==> config.mk <==
export PLATFORM = sky130hd
export DESIGN_NAME = uart_echo_top
export DESIGN_NICKNAME = d
export VERILOG_FILES = /design/src/uart_pkg.sv /design/src/byte_path_if.sv /design/src/baud_timer.sv /design/src/uart_rx.sv /design/src/uart_tx.sv /design/src/echo_buffer.sv /design/src/uart_echo_top.sv
export SDC_FILE = /design/constraint.sdc
export NUM_CORES = 1
export LEC_CHECK = 0
export BUFFER_PORTS_ARGS = -buffer_cell sky130_fd_sc_hd__buf_4
export CAP_MARGIN = 20
export CORE_UTILIZATION = 30
export DETAILED_ROUTE_END_ITERATION = 10
export SLEW_MARGIN = 20
export SYNTH_ARGS = -nofsm -noshare
export SYNTH_HDL_FRONTEND = slang
export SYNTH_SLANG_ARGS = --single-unit
==> constraint.sdc <==
create_clock -name clk_i -period 3.7 [get_ports clk_i]
set_input_delay 0.185 -clock clk_i [delete_from_list [all_inputs] [get_ports clk_i]]
set_output_delay 0.185 -clock clk_i [all_outputs]
set_load 0.05 [all_outputs]
==> src/uart_pkg.sv <==
`default_nettype none

package uart_pkg;

    // system clock, 8 ns period
    localparam int CLK_FREQ_HZ  = 125_000_000;
    // picked so one serial bit is exactly 16 clocks
    localparam int BAUD_RATE    = 7_812_500;
    localparam int CLKS_PER_BIT = CLK_FREQ_HZ / BAUD_RATE;
    localparam int HALF_BIT     = CLKS_PER_BIT / 2;  // mid-bit sample point
    localparam int BAUD_CNT_W   = $clog2(CLKS_PER_BIT);  // bit-period counter width

    // framing is 8N1
    localparam int DATA_BITS    = 8;
    localparam int BIT_CNT_W    = $clog2(DATA_BITS);  // index into data bits

    typedef logic [DATA_BITS-1:0] byte_t;

    // receiver FSM
    typedef enum logic [1:0] {
        RX_IDLE,   // waiting for falling edge
        RX_START,  // checking start bit at its middle
        RX_DATA,   // sampling data bits, lsb first
        RX_STOP    // checking stop bit
    } rx_state_e;

    // transmitter FSM
    typedef enum logic [1:0] {
        TX_IDLE,
        TX_START,  // line held low for one bit
        TX_DATA,
        TX_STOP    // line held high for one bit
    } tx_state_e;

endpackage

`default_nettype wire

==> src/byte_path_if.sv <==
`default_nettype none

// byte hand-off from receiver through buffer to transmitter
interface byte_path_if
    import uart_pkg::*;
();

    byte_t rx_data;   // valid only in the rx_ready cycle
    logic  rx_ready;  // one-cycle pulse per good frame
    byte_t tx_data;   // held byte, stable while tx_start is high
    logic  tx_start;  // one-cycle launch strobe
    logic  tx_busy;   // high from cycle after tx_start to end of stop bit

    modport rx_mp (
        output rx_data,
        output rx_ready
    );

    modport buf_mp (
        input  rx_data,
        input  rx_ready,
        input  tx_busy,
        output tx_data,
        output tx_start
    );

    modport tx_mp (
        input  tx_data,
        input  tx_start,
        output tx_busy
    );

endinterface

`default_nettype wire

==> src/baud_timer.sv <==
`default_nettype none

module baud_timer import uart_pkg::*; (
    input  logic clk_i,
    input  logic rst_i,
    input  logic run_i,  // engine active, counter free-runs
    output logic mid_o,  // middle of current bit
    output logic end_o   // last clock of current bit
);

    logic [BAUD_CNT_W-1:0] cnt_q;
    logic                  last_cnt;

    assign last_cnt = (cnt_q == BAUD_CNT_W'(CLKS_PER_BIT - 1));

    // counter parks at zero while idle so each frame starts aligned
    always_ff @(posedge clk_i) begin
        if (rst_i) begin
            cnt_q <= '0;
        end else if (!run_i) begin
            cnt_q <= '0;
        end else if (last_cnt) begin
            cnt_q <= '0;  // wrap into next bit
        end else begin
            cnt_q <= cnt_q + 1'b1;
        end
    end

    // strobes only while running
    assign mid_o = run_i && (cnt_q == BAUD_CNT_W'(HALF_BIT));
    assign end_o = run_i && last_cnt;

endmodule

`default_nettype wire

==> src/uart_rx.sv <==
`default_nettype none

module uart_rx import uart_pkg::*; (
    input  logic       clk_i,
    input  logic       rst_i,
    input  logic       rxd_i,        // raw serial line, not clk_i related
    output logic       frame_err_o,  // pulse when stop bit reads low
    byte_path_if.rx_mp bp
);

    // input synchronizer and edge detect
    logic rxd_meta;  // first stage, may go metastable
    logic rxd_sync;  // second stage
    logic rxd_prev;  // one clock older copy
    logic rxd_fall;

    rx_state_e            state_q;
    logic [BIT_CNT_W-1:0] bit_cnt_q;
    byte_t                shift_q;    // assembled byte, lsb arrives first
    logic                 ready_q;

    logic run;
    logic mid_pulse;

    always_ff @(posedge clk_i) begin
        if (rst_i) begin
            rxd_meta <= 1'b1;  // idle line is high
            rxd_sync <= 1'b1;
            rxd_prev <= 1'b1;
        end else begin
            rxd_meta <= rxd_i;
            rxd_sync <= rxd_meta;
            rxd_prev <= rxd_sync;
        end
    end

    assign rxd_fall = rxd_prev && !rxd_sync;

    assign run = (state_q != RX_IDLE);

    baud_timer u_baud (
        .clk_i (clk_i),
        .rst_i (rst_i),
        .run_i (run),
        .mid_o (mid_pulse),
        .end_o ()           // rx only samples at mid-bit
    );

    always_ff @(posedge clk_i) begin
        if (rst_i) begin
            state_q     <= RX_IDLE;
            bit_cnt_q   <= '0;
            ready_q     <= 1'b0;
            frame_err_o <= 1'b0;
        end else begin
            ready_q     <= 1'b0;  // both outputs are single-cycle pulses
            frame_err_o <= 1'b0;
            case (state_q)
                RX_IDLE: begin
                    if (rxd_fall) begin
                        state_q <= RX_START;
                    end
                end
                RX_START: begin
                    if (mid_pulse) begin
                        if (rxd_sync) begin
                            state_q <= RX_IDLE;  // too short, treat as glitch
                        end else begin
                            state_q   <= RX_DATA;
                            bit_cnt_q <= '0;
                        end
                    end
                end
                RX_DATA: begin
                    if (mid_pulse) begin
                        if (bit_cnt_q == BIT_CNT_W'(DATA_BITS - 1)) begin
                            state_q <= RX_STOP;
                        end
                        bit_cnt_q <= bit_cnt_q + 1'b1;  // wraps after last bit
                    end
                end
                RX_STOP: begin
                    if (mid_pulse) begin
                        ready_q     <= rxd_sync;   // good stop bit
                        frame_err_o <= !rxd_sync;  // low stop bit, byte dropped
                        state_q     <= RX_IDLE;
                    end
                end
                default: state_q <= RX_IDLE;
            endcase
        end
    end

    // data shift, lsb first so new bits enter at the top
    always_ff @(posedge clk_i) begin
        if ((state_q == RX_DATA) && mid_pulse) begin
            shift_q <= {rxd_sync, shift_q[DATA_BITS-1:1]};
        end
    end

    // shift_q is untouched between last data bit and ready pulse
    assign bp.rx_data  = shift_q;
    assign bp.rx_ready = ready_q;

endmodule

`default_nettype wire

==> src/uart_tx.sv <==
`default_nettype none

module uart_tx import uart_pkg::*; (
    input  logic       clk_i,
    input  logic       rst_i,
    output logic       txd_o,  // registered line output
    byte_path_if.tx_mp bp
);

    tx_state_e            state_q;
    logic [BIT_CNT_W-1:0] bit_cnt_q;
    byte_t                shift_q;  // bit 0 is next to go out
    logic                 run;
    logic                 end_pulse;

    assign run        = (state_q != TX_IDLE);
    assign bp.tx_busy = run;  // rises the cycle after tx_start

    baud_timer u_baud (
        .clk_i (clk_i),
        .rst_i (rst_i),
        .run_i (run),
        .mid_o (),           // tx steps on bit boundaries only
        .end_o (end_pulse)
    );

    always_ff @(posedge clk_i) begin
        if (rst_i) begin
            state_q   <= TX_IDLE;
            bit_cnt_q <= '0;
            txd_o     <= 1'b1;  // line idles high
        end else begin
            case (state_q)
                TX_IDLE: begin
                    if (bp.tx_start) begin
                        state_q <= TX_START;
                        txd_o   <= 1'b0;  // start bit
                    end
                end
                TX_START: begin
                    if (end_pulse) begin
                        state_q   <= TX_DATA;
                        bit_cnt_q <= '0;
                        txd_o     <= shift_q[0];
                    end
                end
                TX_DATA: begin
                    if (end_pulse) begin
                        if (bit_cnt_q == BIT_CNT_W'(DATA_BITS - 1)) begin
                            state_q <= TX_STOP;
                            txd_o   <= 1'b1;  // stop bit
                        end else begin
                            txd_o <= shift_q[0];
                        end
                        bit_cnt_q <= bit_cnt_q + 1'b1;
                    end
                end
                TX_STOP: begin
                    if (end_pulse) begin
                        state_q <= TX_IDLE;  // busy drops here
                    end
                end
                default: state_q <= TX_IDLE;
            endcase
        end
    end

    // load on launch, then shift one place per bit already on the line
    always_ff @(posedge clk_i) begin
        if ((state_q == TX_IDLE) && bp.tx_start) begin
            shift_q <= bp.tx_data;
        end else if (end_pulse && ((state_q == TX_START) || (state_q == TX_DATA))) begin
            shift_q <= shift_q >> 1;
        end
    end

endmodule

`default_nettype wire

==> src/echo_buffer.sv <==
`default_nettype none

module echo_buffer import uart_pkg::*; (
    input  logic        clk_i,
    input  logic        rst_i,
    byte_path_if.buf_mp bp
);

    byte_t data_q;   // last received byte
    logic  avail_q;  // byte held and not yet sent
    logic  start_q;
    logic  launch;

    // transmitter free and something to send
    assign launch = avail_q && !bp.tx_busy;

    // newer byte simply replaces an unsent one
    always_ff @(posedge clk_i) begin
        if (bp.rx_ready) begin
            data_q <= bp.rx_data;
        end
    end

    always_ff @(posedge clk_i) begin
        if (rst_i) begin
            avail_q <= 1'b0;
            start_q <= 1'b0;
        end else begin
            start_q <= launch;  // one cycle, flag is gone next cycle
            // byte arriving with a launch is the one that goes out
            avail_q <= (avail_q || bp.rx_ready) && !launch;
        end
    end

    assign bp.tx_data  = data_q;
    assign bp.tx_start = start_q;

endmodule

`default_nettype wire

==> src/uart_echo_top.sv <==
`default_nettype none

module uart_echo_top (
    input  logic clk_i,
    input  logic rst_i,
    input  logic rxd_i,       // serial in
    output logic txd_o,       // serial echo out
    output logic frame_err_o  // pulse per frame with a low stop bit
);

    // rx -> buffer -> tx
    byte_path_if bp ();

    // receiver, fills the byte path
    uart_rx u_rx (
        .clk_i       (clk_i),
        .rst_i       (rst_i),
        .rxd_i       (rxd_i),
        .frame_err_o (frame_err_o),
        .bp          (bp.rx_mp)
    );

    // one-byte holding stage
    echo_buffer u_buf (
        .clk_i (clk_i),
        .rst_i (rst_i),
        .bp    (bp.buf_mp)
    );

    // transmitter drives the pin directly
    uart_tx u_tx (
        .clk_i (clk_i),
        .rst_i (rst_i),
        .txd_o (txd_o),
        .bp    (bp.tx_mp)
    );

endmodule

`default_nettype wire

==> run metrics <==
ys flop type=dfxtp_1; Max-Slew Margin vs Limit=0.7392; Post-CTS Setup Repair Bufs=0; pin count of the biggest net entering global routing=23; vias in the first global route=1080; Setup CP Type=register to register; initial core utilization=0.3160; post-cts sizing count=0; Cell Chain, Critical Path=inv_1 > ha_1 > nand4b_4 > a211oi_2 > mux2i_1 > nor2_1; WP data required=3.88 ns; worst-margin pin slew=0.3913 ns; Worst Path Max Fanout=9; Final Power=1.037 mW; Final setup viols=0; first-pass GRT wire length=4926 um; VDD IR-drop max=0.0002040 V; initial antenna violation count=0; diodes inserted=0; WP data arrival=1.88 ns; Hold Buf Count CTS=0; fillers=627; Max Fclk=a little under 600 MHz; Remaining DRCs=0; # IOs=5; total wire length=~2800 um; min Tclk post-route=1.697 ns; most frequent cell after synthesis=dfxtp_1; Cells after DPL=237; Clock Tree Buf Depth=2; fin nets=roughly 180; worst-skew pair later-pin latency=0.30 ns; Synth Instances=159; CP Buf/Inv Count=1; crit end category=register; Iter 0 DRT Violations=71; die width=84.25 um; fin util=0.3474; Final Cell Area=2231 um2; mapped cell area=2029 um2; GRT Resource Usage Total=0.08853; port bufs=4; met1 Track Usage GR=0.1085; H-tree Lvls=2; CP max-delay cell=dfxtp_1; Overflow after GRT=0; Leak=0.8053 nW; Rows=29; clk_skew=0.006878 ns; Synth top cells by count=dfxtp_1, edfxtp_1, nor2_1; Hold Path Class=input pin to register; total CTS buffers=5; placed cell area=2140 um2; sequential area share after synthesis=0.6116; synthesized area per cell=12.76 um2; TritonCTS clock tree=yes; Top Usage Layer GRT=met2; post-synth cell types=39; clk sinks=50; per-cell routed wire length=11.46 um; max_cap viols=0; Die ar.=roughly 7100 um2; HPWL after DPL=1913 um; Post-DRT Antenna Nets=0; Pre-antenna DRT Iters=4; met3 Usage GRT=0.04130; Setup TNS=0 ns; global placer's final weighted congestion=between 0.7 and 0.8; CP peak stage delay=around 0.36 ns; cell area power density=464.6 nW/um2; outcome=complete, no violations; Die Y=84.25 um; Synth Register Bits=50; RSZ-0062 raised after global routing=false; Post-synth EDFFs=24; Warnings, synthesis=0; clk slew on worst S/H paths=0.09 ns; M2 GR Usage=0.1431; Post-synth ARST share=0; Top Family by Delay on Critical Path=flip-flops; synthesis-to-layout area growth=9.926%; dominant cell type by area after synthesis=edfxtp_1; net count after synthesis=174; startpoint types=register; Synth top area share=0.3551; core area=roughly 6400 um2; Post-Layout Cell Count=245; layout cell share with drive strength beyond 1=0.1667; Via-to-Cell Ratio=approximately 4.6; Vias=around 1.1k; final slew viol count=0; root buffer cell=clkbuf_8; largest cells by area after synthesis=edfxtp_1, dfxtp_1, ha_1, mux2_2, nor2_1; Final period util=0.4586; Hold Fails Final Rpt=0
-- kinds of logic after synthesis --
family | share of synthesized area
DFF | 0.6116
and+or+nand+nor | 0.1319
AOI/OAI and AO/OA | 0.07830
buffers and inverters | 0.02836
adders and majority gates | 0.07398
muxes | 0.05857
xor gates and xnor gates | 0.01727
-- state kept, by name (all words and copies together), names as in the netlist, named ones only --
signal / count
u_buf.bp.tx_data: 8
u_tx.bit_cnt_q: 3
u_rx.u_baud.cnt_q: 4
u_buf.bp.tx_start: 1
u_tx.shift_q: 8
u_tx.txd_o: 1
u_rx.bp.rx_ready: 1
u_rx.rxd_meta: 1
u_tx.state_q: 2
u_rx.frame_err_o: 1
u_rx.state_q: 1
u_rx.bp.rx_data: 8
u_tx.u_baud.cnt_q: 4
u_buf.avail_q: 1
u_rx.rxd_sync: 1
u_rx.bit_cnt_q: 3
u_rx.rxd_prev: 1
-- metrics by stage --
| step | hold WS [ns] | worst slack (ns) |
|---|---|---|
| after global routing | 0.05445 | 1.836 |
| final | 0.06538 | 2.003 |
| after CTS | 0.06042 | 1.979 |
| after global placement | 0.3747 | 2.037 |
| after floorplan | 0.2888 | 1.755 |
| after detailed placement | 0.3760 | 1.994 |
-- power by group --
group          internal, mW  switching, mW  leakage [nW]
sequential            0.584        0.00805         0.424
combinational        0.0483         0.0754         0.333
clock                 0.151          0.170        0.0482
total                 0.783          0.253         0.805
-- cells in the final DEF (no fill, tap or decap), drive strengths merged --
cell,count
clkinv,1
a211o,1
nor3b,2
nor2b,2
edfxtp,24
inv,9
nor2,15
dfxtp,26
mux2i,4
and2,1
nand4b,2
nor4b,1
nor3,1
nand2,8
and3,1
clkbuf,7
and3b,1
a21oi,6
and4b,1
xor2,2
mux2,7
ha,12
a31o,1
buf,5
xnor2,2
nand4,2
o21bai,1
o41ai,1
a221oi,1
a311o,1
a211oi,2
o21ai,8
nor4bb,1
or2,4
nand3,5
-- per-layer routing --
layer | routed length [um] | up-vias | share of wire
met2 | 1302 | 12 | 0.46
met4 | 0 | 0 | 0
met1 | 1393 | 541 | 0.50
li1 | - | 582 | -
met5 | 0 | - | 0
met3 | 111 | 0 | 0.040
-- final timing paths --
path	end	slack, ns	from	cells past startpoint
max	u_tx.state_q[0]$_SDFFE_PP0P_	2.00	u_tx.state_q[0]$_SDFFE_PP0P_	6
min	u_rx.rxd_meta$_SDFF_PP1_	0.07	rxd_i	2
max reg2reg	u_tx.state_q[0]$_SDFFE_PP0P_	2.00	u_tx.state_q[0]$_SDFFE_PP0P_	6
min reg2reg	u_rx.rxd_sync$_SDFF_PP1_	0.42	u_rx.rxd_meta$_SDFF_PP1_	1
-- cell type report --
cell class | count | area (um2) | area share
multi-input cells | 96 | 730.7 | 0.3275
flip-flops and latches | 50 | 1241 | 0.5564
well taps | 77 | 96.34 | 0.04319
clock inverters | 1 | 5.005 | 0.002243
clock buffers | 7 | 86.33 | 0.03870
inverters | 9 | 33.78 | 0.01514
repair buffers | 5 | 37.54 | 0.01683
(Power assumes the default switching activity.)
